$ cat src/pru_params.svh
`ifndef PRU_PARAMS_SVH
`define PRU_PARAMS_SVH

// Bus window at 0x4000_0100, 256 bytes
`define PRU_BASE_HI     24'h400001   // Upper address bits of the window

// Low-byte offsets of the palette entries
`define PRU_PAL0_OFS    8'h0C        // Palette entry 0
`define PRU_PAL1_OFS    8'h10        // Palette entry 1
`define PRU_PAL2_OFS    8'h14        // Palette entry 2
`define PRU_PAL3_OFS    8'h18        // Palette entry 3

// Visible area. The scan clips candidates to 0 <= x < W and 0 <= y < H
`define PRU_SCREEN_W    640          // Columns
`define PRU_SCREEN_H    480          // Rows

`endif
$ cat src/pru_pkg.sv
package pru_pkg;

    typedef enum logic [1:0] {
        shape_rect   = 2'd0,           // Filled rectangle
        shape_circle = 2'd1,           // Filled circle
        shape_rsv2   = 2'd2,           // Reserved, draws nothing
        shape_rsv3   = 2'd3            // Reserved, draws nothing
    } shape_e;

    // First command word, position and colour
    typedef struct packed {
        logic [8:0]  unused;
        shape_e      shape;            // Bits 22:21
        logic [1:0]  colour_idx;       // Bits 20:19
        logic [9:0]  col;              // Bits 18:9
        logic [8:0]  row;              // Bits 8:0
    } cmd_word1_s;

    // Second command word, size and erase flag
    typedef struct packed {
        logic [11:0] unused;
        logic        subtract;         // Bit 19
        logic [9:0]  width;            // Bits 18:9
        logic [8:0]  height_radius;    // Bits 8:0
    } cmd_word2_s;

    // One bus word, read as word 1 or word 2 depending on FSM state
    typedef union packed {
        cmd_word1_s word1;
        cmd_word2_s word2;
    } cmd_word_u;

    typedef struct packed {
        logic [3:0] r;
        logic [3:0] g;
        logic [3:0] b;
    } rgb_t;

endpackage

$ cat src/shape_cmd_if.sv
`timescale 1ns/100ps

interface shape_cmd_if;
    logic            start;            // One-cycle launch pulse
    logic [9:0]      col;              // Box corner or circle centre
    logic [8:0]      row;
    logic [9:0]      width;
    logic [8:0]      height_radius;    // Rectangle height or circle radius
    pru_pkg::shape_e shape;
    logic [1:0]      colour_idx;       // Palette entry to draw with
    logic            subtract;         // Erase, draw black

    modport src (
        output start,
        output col,
        output row,
        output width,
        output height_radius,
        output shape,
        output colour_idx,
        output subtract
    );

    modport dst (
        input start,
        input col,
        input row,
        input width,
        input height_radius,
        input shape,
        input colour_idx,
        input subtract
    );
endinterface

$ cat src/pru_top.sv
`timescale 1ns/100ps

module pru_top (
    input  logic          clk,
    input  logic          rst_n,
    input  logic          write,
    input  logic [31:0]   data,
    input  logic [31:0]   bus_addr,
    output logic          ack,
    output logic          busy,
    output logic          pixel_valid,
    output logic [9:0]    pixel_x,
    output logic [8:0]    pixel_y,
    output pru_pkg::rgb_t pixel_rgb
);

    logic          pal_we;
    logic [1:0]    pal_idx_w;
    pru_pkg::rgb_t pal_rgb_w;
    logic [1:0]    pal_idx_r;
    pru_pkg::rgb_t pal_rgb_r;

    shape_cmd_if u_cmd_if ();

    pru_preprocessing u_preprocessing (
        .clk      (clk),
        .rst_n    (rst_n),
        .write    (write),
        .data     (data),
        .bus_addr (bus_addr),
        .busy     (busy),
        .ack      (ack),
        .pal_we   (pal_we),
        .pal_idx  (pal_idx_w),
        .pal_rgb  (pal_rgb_w),
        .cmd      (u_cmd_if.src)
    );

    pru_palette u_palette (
        .clk   (clk),
        .rst_n (rst_n),
        .we    (pal_we),
        .idx_w (pal_idx_w),
        .rgb_w (pal_rgb_w),
        .idx_r (pal_idx_r),
        .rgb_r (pal_rgb_r)
    );

    pru_rasterizer u_rasterizer (
        .clk         (clk),
        .rst_n       (rst_n),
        .cmd         (u_cmd_if.dst),
        .pal_rgb     (pal_rgb_r),
        .pal_idx     (pal_idx_r),
        .busy        (busy),
        .pixel_valid (pixel_valid),
        .pixel_x     (pixel_x),
        .pixel_y     (pixel_y),
        .pixel_rgb   (pixel_rgb)
    );

endmodule

$ cat src/pru_rasterizer.sv
`timescale 1ns/100ps
`include "pru_params.svh"

module pru_rasterizer (
    input  logic          clk,
    input  logic          rst_n,
    shape_cmd_if.dst      cmd,
    input  pru_pkg::rgb_t pal_rgb,
    output logic [1:0]    pal_idx,
    output logic          busy,
    output logic          pixel_valid,
    output logic [9:0]    pixel_x,
    output logic [8:0]    pixel_y,
    output pru_pkg::rgb_t pixel_rgb
);

    // Scan state
    logic               running_q;
    logic signed [11:0] x_q;
    logic signed [10:0] y_q;

    // Latched command
    logic signed [11:0] x_min_q;
    logic signed [11:0] x_max_q;
    logic signed [10:0] y_max_q;
    logic signed [11:0] cx_q;
    logic signed [10:0] cy_q;
    logic [8:0]         r_q;
    pru_pkg::shape_e    shape_q;
    logic               subtract_q;
    logic [1:0]         colour_idx_q;

    // Box of the incoming command
    logic signed [11:0] col_s;
    logic signed [11:0] rad_x_s;
    logic signed [11:0] x_min_d;
    logic signed [11:0] x_max_d;
    logic signed [10:0] row_s;
    logic signed [10:0] rad_y_s;
    logic signed [10:0] y_min_d;
    logic signed [10:0] y_max_d;
    logic               draw_ok;

    // Coverage test
    logic signed [11:0] dx_full;
    logic signed [10:0] dy_full;
    logic [19:0]        dist_sq;
    logic [19:0]        rad_sq;
    logic               covered;
    logic               on_screen;

    // |v| fits 9 bits inside a circle box
    function automatic logic [17:0] square(input logic signed [9:0] v);
        logic [8:0] mag;
        mag = v[9] ? 9'(-v) : v[8:0];
        return mag * mag;
    endfunction

    always_comb begin
        col_s   = {2'b00, cmd.col};
        row_s   = {2'b00, cmd.row};
        rad_x_s = {3'b000, cmd.height_radius};
        rad_y_s = {2'b00, cmd.height_radius};
        x_min_d = col_s;
        x_max_d = col_s + $signed({2'b00, cmd.width}) - 12'sd1;
        y_min_d = row_s;
        y_max_d = row_s + rad_y_s - 11'sd1;
        draw_ok = (cmd.width != 10'd0) && (cmd.height_radius != 9'd0);
        if (cmd.shape == pru_pkg::shape_circle) begin
            x_min_d = col_s - rad_x_s;
            x_max_d = col_s + rad_x_s;
            y_min_d = row_s - rad_y_s;
            y_max_d = row_s + rad_y_s;
            draw_ok = 1'b1;                     // Radius 0 still gives the centre
        end else if (cmd.shape != pru_pkg::shape_rect) begin
            draw_ok = 1'b0;                     // Reserved codes
        end
    end

    always_ff @(posedge clk or negedge rst_n) begin
        if (!rst_n) begin
            running_q <= 1'b0;
            x_q       <= '0;
            y_q       <= '0;
        end else if (cmd.start) begin
            running_q <= draw_ok;
            x_q       <= x_min_d;
            y_q       <= y_min_d;
        end else if (running_q) begin
            if (x_q == x_max_q) begin
                x_q <= x_min_q;                 // Wrap to the next row
                if (y_q == y_max_q) begin
                    running_q <= 1'b0;
                end else begin
                    y_q <= y_q + 11'sd1;
                end
            end else begin
                x_q <= x_q + 12'sd1;
            end
        end
    end

    always_ff @(posedge clk) begin
        if (cmd.start) begin
            x_min_q      <= x_min_d;
            x_max_q      <= x_max_d;
            y_max_q      <= y_max_d;
            cx_q         <= col_s;
            cy_q         <= row_s;
            r_q          <= cmd.height_radius;
            shape_q      <= cmd.shape;
            subtract_q   <= cmd.subtract;
            colour_idx_q <= cmd.colour_idx;
        end
    end

    assign dx_full = x_q - cx_q;
    assign dy_full = y_q - cy_q;
    assign dist_sq = {2'b00, square(dx_full[9:0])} + {2'b00, square(dy_full[9:0])};
    assign rad_sq  = {2'b00, square({1'b0, r_q})};

    // Only rectangles and circles ever run
    assign covered   = (shape_q == pru_pkg::shape_circle) ? (dist_sq <= rad_sq) : 1'b1;
    assign on_screen = (x_q >= 12'sd0) && (x_q < `PRU_SCREEN_W) &&
                       (y_q >= 11'sd0) && (y_q < `PRU_SCREEN_H);

    assign busy        = cmd.start || running_q;
    assign pixel_valid = running_q && covered && on_screen;
    assign pixel_x     = x_q[9:0];
    assign pixel_y     = y_q[8:0];
    assign pal_idx     = colour_idx_q;
    assign pixel_rgb   = subtract_q ? '0 : pal_rgb;   // Erase writes black

    // Scan counters stay inside the latched box
    a_scan_in_box: assert property (
        @(posedge clk) disable iff (!rst_n)
        running_q |-> (x_q >= x_min_q) && (x_q <= x_max_q) && (y_q <= y_max_q)
    ) else $error("scan left the shape box");

    // Circle offsets must survive the cut to 10 squarer bits
    a_offset_fits: assert property (
        @(posedge clk) disable iff (!rst_n)
        running_q && (shape_q == pru_pkg::shape_circle) |->
            (dx_full[11:9] inside {3'b000, 3'b111}) && (dy_full[10:9] inside {2'b00, 2'b11})
    ) else $error("circle offset too wide for the squarer");

endmodule

$ cat src/pru_palette.sv
`timescale 1ns/100ps

module pru_palette (
    input  logic          clk,
    input  logic          rst_n,
    input  logic          we,
    input  logic [1:0]    idx_w,
    input  pru_pkg::rgb_t rgb_w,
    input  logic [1:0]    idx_r,
    output pru_pkg::rgb_t rgb_r
);

    pru_pkg::rgb_t pal_q [4];

    always_ff @(posedge clk or negedge rst_n) begin
        if (!rst_n) begin
            for (int i = 0; i < 4; i++) begin
                pal_q[i] <= '0;                 // All entries black
            end
        end else if (we) begin
            pal_q[idx_w] <= rgb_w;
        end
    end

    assign rgb_r = pal_q[idx_r];                // Combinational read

endmodule

$ cat src/pru_preprocessing.sv
`timescale 1ns/100ps
`include "pru_params.svh"

module pru_preprocessing (
    input  logic          clk,
    input  logic          rst_n,
    input  logic          write,
    input  logic [31:0]   data,
    input  logic [31:0]   bus_addr,
    input  logic          busy,
    output logic          ack,
    output logic          pal_we,
    output logic [1:0]    pal_idx,
    output pru_pkg::rgb_t pal_rgb,
    shape_cmd_if.src      cmd
);

    typedef enum logic {
        st_idle,
        st_load_second
    } state_e;

    state_e             state_q;
    state_e             state_d;
    pru_pkg::cmd_word_u word;
    logic               in_window;
    logic               is_pal;
    logic               accept;
    logic               load1;
    logic               load2;

    assign word      = data;
    assign in_window = (bus_addr[31:8] == `PRU_BASE_HI);
    assign accept    = write && in_window && !busy;   // Held by the master until this rises
    assign ack       = accept;

    // Palette offsets inside the window
    always_comb begin
        is_pal  = 1'b1;
        pal_idx = 2'd0;
        case (bus_addr[7:0])
            `PRU_PAL0_OFS: pal_idx = 2'd0;
            `PRU_PAL1_OFS: pal_idx = 2'd1;
            `PRU_PAL2_OFS: pal_idx = 2'd2;
            `PRU_PAL3_OFS: pal_idx = 2'd3;
            default:       is_pal  = 1'b0;            // Any other offset is a shape word
        endcase
    end

    assign pal_we  = accept && is_pal;
    assign pal_rgb = data[11:0];

    // Palette writes never move the FSM
    always_comb begin
        state_d = state_q;
        load1   = 1'b0;
        load2   = 1'b0;
        if (accept && !is_pal) begin
            if (state_q == st_idle) begin
                load1   = 1'b1;
                state_d = st_load_second;
            end else begin
                load2   = 1'b1;
                state_d = st_idle;
            end
        end
    end

    always_ff @(posedge clk or negedge rst_n) begin
        if (!rst_n) begin
            state_q   <= st_idle;
            cmd.start <= 1'b0;
        end else begin
            state_q   <= state_d;
            cmd.start <= load2;                       // Launch the cycle after word 2
        end
    end

    always_ff @(posedge clk) begin
        if (load1) begin
            cmd.row        <= word.word1.row;
            cmd.col        <= word.word1.col;
            cmd.colour_idx <= word.word1.colour_idx;
            cmd.shape      <= word.word1.shape;
        end
        if (load2) begin
            cmd.height_radius <= word.word2.height_radius;
            cmd.width         <= word.word2.width;
            cmd.subtract      <= word.word2.subtract;
        end
    end

    // Busy comes back from the rasterizer and must already cover the start cycle
    a_busy_on_start: assert property (
        @(posedge clk) disable iff (!rst_n) cmd.start |-> busy
    ) else $error("start pulse without busy from the rasterizer");

    // A refused window write stays on the bus unchanged until acked
    a_write_held: assert property (
        @(posedge clk) disable iff (!rst_n)
        write && in_window && !ack |=> write && $stable(bus_addr) && $stable(data)
    ) else $error("window write dropped or changed before ack");

endmodule

$ cat config.mk
export PLATFORM = sky130hd
export DESIGN_NAME = pru_top
export DESIGN_NICKNAME = d
export VERILOG_FILES = /design/src/pru_pkg.sv /design/src/shape_cmd_if.sv /design/src/pru_top.sv /design/src/pru_rasterizer.sv /design/src/pru_palette.sv /design/src/pru_preprocessing.sv
export VERILOG_INCLUDE_DIRS = /design/src /design/src/src
export SDC_FILE = /design/constraint.sdc
export NUM_CORES = 1
export LEC_CHECK = 0
export CORE_MARGIN = 8
export CORE_UTILIZATION = 50
export CTS_BUF_LIST = sky130_fd_sc_hd__clkbuf_8
export CTS_CLUSTER_SIZE = 28
export DETAILED_ROUTE_END_ITERATION = 8
export DONT_BUFFER_PORTS = 1
export PLACE_DENSITY = 0.74
export SYNTH_ARGS = -nofsm -noshare
export SYNTH_HDL_FRONTEND = slang
export SYNTH_SLANG_ARGS = --single-unit
export TNS_END_PERCENT = 50
$ cat constraint.sdc
create_clock -name clk -period 10.75 [get_ports clk]
set_input_delay 1.075 -clock clk [delete_from_list [all_inputs] [get_ports clk]]
set_output_delay 1.075 -clock clk [all_outputs]
set_load 0.02 [all_outputs]
-- After elaboration in Yosys (flattened, before gate mapping)
Cells that the tools add are included.
- input port bits: 67
- word-level logic and storage cells: 124
- register bits after elaboration: 185
- multipliers: 3
- reductions and logical operators: 21
- equal/unequal tests: 10
- multiplexer cells: 33
- magnitude comparators: 8
- $add $sub $neg: 14
- bitwise gates (word level): 2
- operator list (operator ; count):
    $mux W12 ; 9
    $mux W11 ; 6
    $mul A9 B9 Y18 ; 3
    $bwmux W48 ; 1
    $bmux W12 S2 ; 1
    $demux W12 S2 ; 1
    $eq A24 B23 Y1 const B ; 1
    $eq A8 B5 Y1 const B ; 3
    $le A20 B18 Y1 ; 1
    $sub A10 B10 Y10 ; 2
    $add A18 B18 Y19 ; 1
    $mux W9 ; 2
    $neg A9 Y9 ; 2
    $add A12 B2 Y12 const B ; 1
    $eq A12 B12 Y1 ; 1
    $ge A12 B1 Y1 const B ; 1
    $lt A12 B11 Y1 const B ; 1
    $mux W1 ; 12
    $sub A12 B2 Y12 const B ; 1
    $add A10 B10 Y11 ; 1
    $add A10 B9 Y11 ; 1
    $add A11 B2 Y11 const B ; 1
    $eq A11 B11 Y1 ; 1
    $ge A11 B1 Y1 const B ; 1
    20 further kinds ; 36

-- Logic depth before layout (Yosys ltp)
Gate-level depths: netlist (run 1).
- depth in word-level cells: 9
- mapped depth: 42
- mapped depth without buffers: 42

-- By module
Synthesis (run 1) repeated with hierarchy kept, for this count alone.
- cells, all modules: 1884
- area total of the unflattened synthesis: 18595.3 um2
- by module, submodules not included (module ; cells an instance ; sequential area each (um2) ; times used ; area an instance (um2)):
    pru_rasterizer ; 1685 ; 2612.5 ; 1 ; 14906.8
    pru_palette ; 118 ; 1201.2 ; 1 ; 2083.2
    pru_preprocessing ; 81 ; 1341.3 ; 1 ; 1605.3

-- Worst setup path before layout (run 1)
No wires, ideal clock.
- path kind: register to output
- start: register u_rasterizer.x_q[0]
- end: output port pixel_valid
- data arrival time: 8.866 ns
- path slack: 0.809 ns
- cell stages (with the launch flop): 40
- path through: dfrtp_1 -> inv_1 -> ha_1 -> inv_1 -> fa_1 -> a21o_1 -> a21oi_2 -> o21bai_1 -> a21oi_2 -> xnor2_1 -> or4_1 -> o21ai_2 -> xnor2_1 -> buf_2 -> or2_1 -> fa_1 -> xnor2_1 -> or4b_1 -> (+4 left out) -> fa_1 -> fa_1 -> fa_1 -> ha_1 -> or2_2 -> nand3_1 -> and4b_1 -> xnor2_1 -> ha_1 -> a21o_1 -> a21oi_1 -> nor2b_1 -> o21ai_0 -> nand2b_1 -> a21oi_1 -> a22o_1 -> nand2_1 -> a31oi_1
- longest elaborated chain between the ends: 9
- elaborated cells on any way between the ends: 14
- those cells by class: add/sub (3); mul (1); order compare (3); mux (2); reduce/logical (5)
- RTL lines (element ; line ; text):
    start, declared ; pru_rasterizer.sv:19 ; logic signed [11:0] x_q;
    start signal, assigned ; pru_rasterizer.sv:87 ; x_q <= x_min_d;
    start signal, assigned ; pru_rasterizer.sv:91 ; x_q <= x_min_q;
    start signal, assigned ; pru_rasterizer.sv:98 ; x_q <= x_q + 12'sd1;
    $sub A10 B10 Y10 ; pru_rasterizer.sv:117 ; assign dx_full = x_q - cx_q;
    $neg A9 Y9 ; pru_rasterizer.sv:55 ; mag = v[9] ? 9'(-v) : v[8:0];
    $mux W9 ; pru_rasterizer.sv:55 ;
    $mul A9 B9 Y18 ; pru_rasterizer.sv:56 ; return mag * mag;
    $add A18 B18 Y19 ; pru_rasterizer.sv:119 ; assign dist_sq = {2'b00, square(dx_full[9:0])} + {2'b00, square(dy_full[9:0])};
    $le A20 B18 Y1 ; pru_rasterizer.sv:123 ; assign covered = (shape_q == pru_pkg::shape_circle) ? (dist_sq <= rad_sq) : 1'b1;
    $mux W1 ; pru_rasterizer.sv:123 ;
    $logic_and A1 B1 Y1 ; pru_rasterizer.sv:128 ; assign pixel_valid = running_q && covered && on_screen;
    $logic_and A1 B1 Y1 * ; pru_rasterizer.sv:128 ;
    end, declared ; pru_top.sv:11 ; output logic pixel_valid,
Every way passes the cells marked *; elsewhere a longest branch is shown, timed or not.

-- Worst setup path after layout (run 1)
Same ends and word-level chain as after synthesis.

==> reports/summary.json, run 1 <==
{
  "hold_path": {
    "min_path_type": "input pin to async pin"
  },
  "global_route": {
    "vias_in_the_first_global_route": 13050,
    "grt-ovfl-total": 0,
    "grt_pass1_wl_um": 64290,
    "maximum_number_of_pins_on_one_net_before_global_route_repair": 75,
    "gr-usage-all-layers": 0.1873,
    "grt_antenna_before_repair": 0
  },
  "setup_path": {
    "critPathArrivalTime_ps": 9400,
    "cpMaxStageDelayCell": "fa_1",
    "critPathMaxStageDelay_ps": 550,
    "cpLargestDelayFamily": "adder cells",
    "critical_path_required_ps": 9680,
    "crit_path_max_fanout": 8,
    "timing.critical_path.depth": 37,
    "endpoint_kind_of_the_worst_setup_timing_path": "primary output",
    "cp-start-kind": "flip-flop",
    "worst_r2r_path_depth": 8,
    "crit_top_cell": "fa_1",
    "cp_num_buf_inv": 9,
    "worst-setup-path-type": "flip-flop to primary output"
  },
  "logic_synthesis": {
    "post_synth_num_cell_types": 78,
    "syn_avg_cell_area_um2": 10.01,
    "yosys-top-cells-area": "edfxtp_1 (18%), fa_1 (15%), ha_1 (13%)",
    "synth_top_area_cell": "edfxtp_1",
    "synth-seq-cells": 184,
    "share_of_yosys_cell_area_claimed_by_the_top_area_cell_type": 0.1831,
    "postSynth.asyncResetShare": 0.4022,
    "synth-warning-count": 0,
    "synth_flop_cell": "edfxtp_1",
    "seq_area_frac_synth": 0.2858,
    "syn-instance-count": 1802,
    "mappedNetlistArea_mm2": 0.01804,
    "synth_edf_count": 110,
    "synth_nets": 2192
  },
  "pwr": {
    "powerDensity_mw_per_mm2": 60.67,
    "power_mw": 1.179,
    "irDropWorstVdd_mv": 0.1248,
    "p_leak_nw": 8.997
  },
  "timing": {
    "grt_setup_unrepaired": "true",
    "finalHoldViolations": 0,
    "post-route-min-period_ps": 10480,
    "report.final.slew_viol_count": 0,
    "f_max_mhz": 95.45,
    "timing.final.crit_share": 0.9746,
    "clock-skew-final_ps": 15.59,
    "post-route-worst-setup-slack_ps": 273.2,
    "final.hold.worst_slack_ps": 297.0,
    "tightest_slew_ps": 1091,
    "finalSetupViolations": 0,
    "worst_slew_margin_rel": 0.2685
  },
  "placement": {
    "port-buffer-count": 0,
    "detailed_place_hpwl_um": 31700,
    "dp_worst_setup_slack_ps": 10.50,
    "place_congestion": 0.8952
  },
  "clock_tree": {
    "h_tree_lvls": 4,
    "cts_root_cell": "clkbuf_8",
    "cts_buffers": 17,
    "clock_tree.buffer_depth": 2,
    "clock_latency_ps": 470,
    "clock_sink_count": 184,
    "post_cts_clock_slew_at_the_launch_and_capture_registers_of_the_worst_setup_and_hold_paths_ps": 100,
    "cts_tree": "yes"
  },
  "routing": {
    "initialDrtViolationCount": 737,
    "route.met3.wl_um": 1897,
    "routed_wl_um": 39330,
    "highest_layer": "met4",
    "final_antenna_net_count": 0,
    "post-route-drc-count": 0,
    "route.detailed.wl_per_inst_um": 17.16,
    "vias": 12620,
    "wl_met1_um": 15990,
    "drt_first_pass_iters": 5,
    "post_drt_via_cell_ratio": 5.508,
    "wl_met2_um": 20080
  },
  "die": {
    "initial_utilization": 0.5071,
    "die_w_um": 205.9,
    "die_ar_mm2": 0.04241,
    "i_o_pin_count": 101,
    "core_area_mm2": 0.03557,
    "die-height_um": 205.9,
    "num_rows": 69
  },
  "finish": {
    "antenna_cells": 0,
    "layout.cells.most_common": "inv_1",
    "areaGrowthSynthToFinish_pct": 7.776,
    "highest_count_cells_in_the_layout_ignoring_fill_and_taps": "inv_1 (262), ha_1 (176), fa_1 (136)",
    "final_stage_net_count": 2208,
    "drive_gt1_frac": 0.1327,
    "num-fill-cells": 3075,
    "utilization": 0.5465
  },
  "flow_run": {
    "drv.max_cap_violation_count": 0
  },
  "run_status": {
    "run_status": "completed"
  }
}
## kinds of logic after synthesis
logic type,count (synthesis),synth area share
AO/OA/AOI/OAI,283,0.1019
XOR/XNOR,152,0.07589
adder cells (fa/ha/maj),323,0.2819
buffers and inverters,331,0.07401
flip-flops,184,0.2858
multiplexers,71,0.05154
AND/OR/NAND/NOR,458,0.1290
## worst paths after layout
check,slack (ps),endpoint,start
max in group asynchronous,10310,u_rasterizer.x_q[5],rst_n
hold / removal,300,u_palette.pal_q[10],rst_n
setup / recovery,270,pixel_valid,u_rasterizer.x_q[0]
hold reg to reg,430,u_rasterizer.pal_idx[0],u_preprocessing.cmd.colour_idx[0]
setup reg to reg,6990,u_palette.pal_q[40],u_rasterizer.running_q
min in group clk,430,u_rasterizer.pal_idx[0],u_preprocessing.cmd.colour_idx[0]
## through the flow
stage / std cells / cell area [um^2] / TNS, ps
after floorplan: 1802 / 18040 / 0
after global placement: 2246 / 18650 / 0
after detailed placement: 2246 / 18650 / 0
after CTS: 2281 / 19130 / 0
after global routing: 2292 / 19440 / -68.56
final: 2292 / 19440 / 0
## flip-flops by register name, indices dropped and copies added, names as in the netlist
| name | flops |
|---|---|
| u_rasterizer.running_q | 1 |
| u_rasterizer.x_min_q | 11 |
| u_rasterizer.x_q | 12 |
| u_preprocessing.state_q | 1 |
| u_preprocessing.cmd.height_radius | 9 |
| u_rasterizer.x_max_q | 12 |
| u_preprocessing.cmd.start | 1 |
| u_rasterizer.r_q | 9 |
| u_rasterizer.cx_q | 10 |
| u_preprocessing.cmd.row | 9 |
| u_rasterizer.pal_idx | 2 |
| u_preprocessing.cmd.colour_idx | 2 |
| u_palette.pal_q | 48 |
| u_preprocessing.cmd.width | 10 |
| u_rasterizer.y_max_q | 11 |
| u_rasterizer.cy_q | 9 |
| u_rasterizer.y_q | 11 |
| u_rasterizer.subtract_q | 1 |
| u_rasterizer.shape_q | 2 |
| u_preprocessing.cmd.shape | 2 |
| u_preprocessing.cmd.subtract | 1 |
| u_preprocessing.cmd.col | 10 |
## per-layer routing
| layer | global-route usage | vias up |
|---|---|---|
| li1 | - | 6107 |
| met1 | 0.2221 | 6139 |
| met2 | 0.3356 | 299 |
| met3 | 0.03150 | 79 |
| met4 | 0.07123 | 0 |
| met5 | 0 | - |
## where the power goes
group	switching [mW]	leakage, nW	internal [mW]
clock network	0.259	0.199	0.174
registers	0.0000000286	2.01	0.745
logic	0.000546	6.78	0.00113
## synth_stat cells, drive strengths merged (7+ instances only)
library cell    n
nor4           16
dfrtp          74
buf            33
mux2i           7
mux2           52
a211oi         11
a21o           28
o21bai         14
o31ai          11
xnor2          80
and2           36
o21a            8
nand3          30
nor2b          38
a21oi          83
o21ai          76
xor2           72
clkbuf         31
fa            139
nand2          91
inv           267
a31oi           8
edfxtp        110
nor2          114
and3           17
nor3           30
nand4          13
or2            18
or3            11
mux4           12
ha            184
nand2b         22
## layout make-up
class,instances,area [um^2],share of cell area
timing repair buffer,61,461.7,0.02375
tap,461,576.8,0.02967
inverter,267,1002,0.05155
clock buffer,18,247.7,0.01274
sequential,184,5159,0.2654
clock inverter,14,113.9,0.005857
multi-input combinational,1287,11880,0.6111
## timing repair
item                       in CTS  in global routing
hold buffers                    0                  0
pin swaps                      10                 49
setup endpoints to repair       1                  1
buffers inserted                3                 11
gates resized for setup        17                 46
(Power assumes the default switching activity.)
==> run 2, diff against run 1 <==
- CORE_UTILIZATION: 50 -> 68
- CTS_CLUSTER_DIAMETER: default -> 60
- PLACE_DENSITY: 0.74 -> 0.93
==> run 2 against run 1 <==
Effect of this change: via count increased by 9.3%; flip-flop and latch count unchanged; critical endpoint unchanged; core utilization increased by 19 points; first-iteration DRC count increased by 71%; cell count decreased by 5.8%; register-to-register slack got worse by 300 ps; clock power increased by 15%; sequential power about the same; global-route usage increased by 9.2 points; clock-buffer cell count decreased by 1; clock skew increased by 2.4 ps; critical path type unchanged.
==> reports/summary.json, run 2 (synthesis results as in run 1) <==
{
  "setup_path": {
    "critPathArrivalTime": {"value": 9620, "unit": "ps", "change": "+220 ps"},
    "endpoint_kind_of_the_worst_setup_timing_path": "primary output",
    "timing.critical_path.depth": {"value": 40, "change": "+8.1%"},
    "cpMaxStageDelayCell": "fa_1",
    "cp_num_buf_inv": {"value": 6, "change": "-3"},
    "worst_r2r_path_depth": {"value": 9, "change": "+1"},
    "r2r-start": "u_preprocessing.cmd.start",
    "cp-start-kind": "flip-flop",
    "worstReg2RegEnd": "u_palette.pal_q[11]",
    "critPathMaxStageDelay": {"value": 590, "unit": "ps", "change": "+40 ps"},
    "critPathLaunch": "u_rasterizer.x_q[0]",
    "worstSetupEndpoint": "pixel_valid",
    "crit_path_max_fanout": {"value": 4, "change": "-4"},
    "critical_path_required": {"value": 9680, "unit": "ps", "change": "about the same"},
    "worst-setup-path-type": "flip-flop to primary output",
    "cpLargestDelayFamily": "adder cells",
    "ff2ff_setup_slack": {"value": 6690, "unit": "ps", "change": "-300 ps"}
  },
  "die": {
    "die_w": {"value": 178.9, "unit": "um", "change": "-13%"},
    "die_ar": {"value": 0.03199, "unit": "mm^2", "change": "-25%"},
    "core_area": {"value": 0.02606, "unit": "mm^2", "change": "-27%"},
    "i_o_pin_count": {"value": 101, "change": "unchanged"},
    "num_rows": {"value": 59, "change": "-14%"},
    "initial_utilization": {"value": 0.6922, "change": "+0.1851"},
    "die-height": {"value": 178.9, "unit": "um", "change": "-13%"}
  },
  "finish": {
    "drive_gt1_frac": {"value": 0.1272, "change": "-0.005521"},
    "highest_count_cells_in_the_layout_ignoring_fill_and_taps": "inv_1 (260), ha_1 (178), fa_1 (135)",
    "layout.cells.most_common": "inv_1",
    "num-fill-cells": {"value": 1590, "change": "-48%"},
    "largest_register_ffs": {"value": 48, "change": "unchanged"},
    "final_stage_net_count": {"value": 2201, "change": "-0.32%"},
    "areaGrowthSynthToFinish_pct": 6.812,
    "final_cells": {"value": 2160, "change": "-5.8%"},
    "regMostFlops": "u_palette.pal_q",
    "utilization": {"value": 0.7393, "change": "+0.1928"},
    "largestRegisters": "u_palette.pal_q: 48 flops, u_rasterizer.x_max_q: 12 flops, u_rasterizer.x_q: 12 flops",
    "design_area": {"value": 0.01927, "unit": "mm^2", "change": "-0.89%"}
  },
  "clock_tree": {
    "cts_buffers": {"value": 17, "change": "unchanged"},
    "clock_tree.buffer_depth": {"value": 2, "change": "unchanged"},
    "post_cts_clock_slew_at_the_launch_and_capture_registers_of_the_worst_setup_and_hold_paths": {"value": 120, "unit": "ps", "change": "+20 ps"},
    "cts_root_cell": "clkbuf_8",
    "h_tree_lvls": {"value": 4, "change": "unchanged"},
    "cts_tree": "yes",
    "ctsHoldBuffers": {"value": 0, "change": "unchanged"},
    "clock_latency": {"value": 480, "unit": "ps", "change": "about the same"},
    "clock_sink_count": {"value": 184, "change": "unchanged"}
  },
  "pwr": {
    "powerDensity": {"value": 64.68, "unit": "mW/mm^2", "change": "+6.6%"},
    "p_leak": {"value": 8.977, "unit": "nW", "change": "-0.21%"},
    "irDropWorstVdd": {"value": 0.1002, "unit": "mV", "change": "-20%"},
    "power": {"value": 1.246, "unit": "mW", "change": "+5.7%"}
  },
  "timing": {
    "f_max": {"value": 93.46, "unit": "MHz", "change": "-2.1%"},
    "finalSetupViolations": {"value": 0, "change": "unchanged"},
    "tightest_slew": {"value": 1267, "unit": "ps", "change": "+175.7 ps"},
    "report.final.slew_viol_count": {"value": 0, "change": "unchanged"},
    "final.hold.worst_slack": {"value": 270.0, "unit": "ps", "change": "-27.04 ps"},
    "timing.setup.tns": {"value": 0, "unit": "ps", "change": "unchanged"},
    "post-route-worst-setup-slack": {"value": 50.11, "unit": "ps", "change": "-223.1 ps"},
    "finalHoldViolations": {"value": 0, "change": "unchanged"},
    "post-route-min-period": {"value": 10700, "unit": "ps", "change": "+223.1 ps"},
    "worst_slew_margin_rel": {"value": 0.1515, "change": "-0.1170"},
    "timing.final.crit_share": {"value": 0.9953, "change": "+0.02076"},
    "clock-skew-final": {"value": 18.03, "unit": "ps", "change": "+2.440 ps"},
    "grt_setup_unrepaired": "true"
  },
  "placement": {
    "port-buffer-count": {"value": 0, "change": "unchanged"},
    "dp_worst_setup_slack": {"value": 208.0, "unit": "ps", "change": "+197.5 ps"},
    "place_congestion": {"value": 0.9709, "change": "+8.5%"},
    "detailed_place_hpwl": {"value": 32850, "unit": "um", "change": "+3.6%"},
    "post_dp_cell_area": {"value": 0.01845, "unit": "mm^2", "change": "-1.0%"},
    "dp.cells": {"value": 2116, "change": "-5.8%"}
  },
  "global_route": {
    "maximum_number_of_pins_on_one_net_before_global_route_repair": {"value": 75, "change": "unchanged"},
    "grt_antenna_before_repair": {"value": 1, "change": "+1"},
    "grt_pass1_wl": {"value": 70610, "unit": "um", "change": "+9.8%"},
    "gr-usage-all-layers": {"value": 0.2795, "change": "+0.09220"},
    "use_met3": {"value": 0.04128, "change": "+0.009776"},
    "grt-ovfl-total": {"value": 0, "change": "unchanged"},
    "grt_busiest_layer": "met2",
    "grt_use_met2": {"value": 0.5118, "change": "+0.1761"},
    "grt_util_met1": {"value": 0.3078, "change": "+0.08573"},
    "vias_in_the_first_global_route": {"value": 14250, "change": "+9.2%"}
  },
  "routing": {
    "vias": {"value": 13800, "change": "+9.3%"},
    "routed_wl": {"value": 44900, "unit": "um", "change": "+14%"},
    "post_drt_via_cell_ratio": {"value": 6.389, "change": "+16%"},
    "drt_first_pass_iters": {"value": 5, "change": "unchanged"},
    "post-route-drc-count": {"value": 0, "change": "unchanged"},
    "final_antenna_net_count": {"value": 0, "change": "unchanged"},
    "route.detailed.wl_per_inst": {"value": 20.78, "unit": "um", "change": "+21%"},
    "initialDrtViolationCount": {"value": 1257, "change": "+71%"}
  },
  "flow_run": {
    "drv.max_cap_violation_count": {"value": 0, "change": "unchanged"}
  },
  "run_status": {
    "run_status": "completed"
  },
  "hold_path": {
    "min_path_type": "input pin to async pin"
  }
}
## run 2: layout make-up
class,count,area (um^2),area share
sequential,184,5159,0.2678
inverter,267,1002,0.05202
antenna,1,2.502,0.0001299
tap,335,419.2,0.02176
multi-input combinational,1287,11820,0.6137
clock buffer,17,234.0,0.01214
timing repair buffer,54,409.1,0.02124
clock inverter,15,216.5,0.01124
## run 2: worst min-delay path by stage
stage / startpoint / to / slack [ps]
6_report: rst_n / u_palette.pal_q[6] / 270
5_1_grt: rst_n / u_palette.pal_q[32] / 250
4_1_cts: rst_n / u_palette.pal_q[7] / 260
3_5_place_dp: u_preprocessing.cmd.subtract / u_rasterizer.subtract_q / 410
3_3_place_gp: u_preprocessing.cmd.colour_idx[1] / u_rasterizer.pal_idx[1] / 400
2_1_floorplan: u_preprocessing.cmd.colour_idx[0] / u_rasterizer.pal_idx[0] / 400
## run 2: layer usage
layer | part of all wire | up-vias
met3 | 0.083 | 221
li1 | - | 6081
met5 | 0 | -
met4 | 0.059 | 0
met2 | 0.52 | 759
met1 | 0.34 | 6739
## run 2: power by group
| part | switching, mW | total (mW) | leakage [nW] | internal (mW) |
|---|---|---|---|---|
| registers | 0.0000000334 | 0.745 | 2.01 | 0.745 |
| logic | 0.000526 | 0.00166 | 6.75 | 0.00113 |
| clock network | 0.310 | 0.500 | 0.220 | 0.190 |
| total | 0.311 | 1.25 | 8.98 | 0.936 |
## run 2: what timing repair did
action                     in CTS  in global routing
setup endpoints to repair       1                  1
pin swaps                       2                 44
resized for setup              12                 44
buffers inserted                0                 11
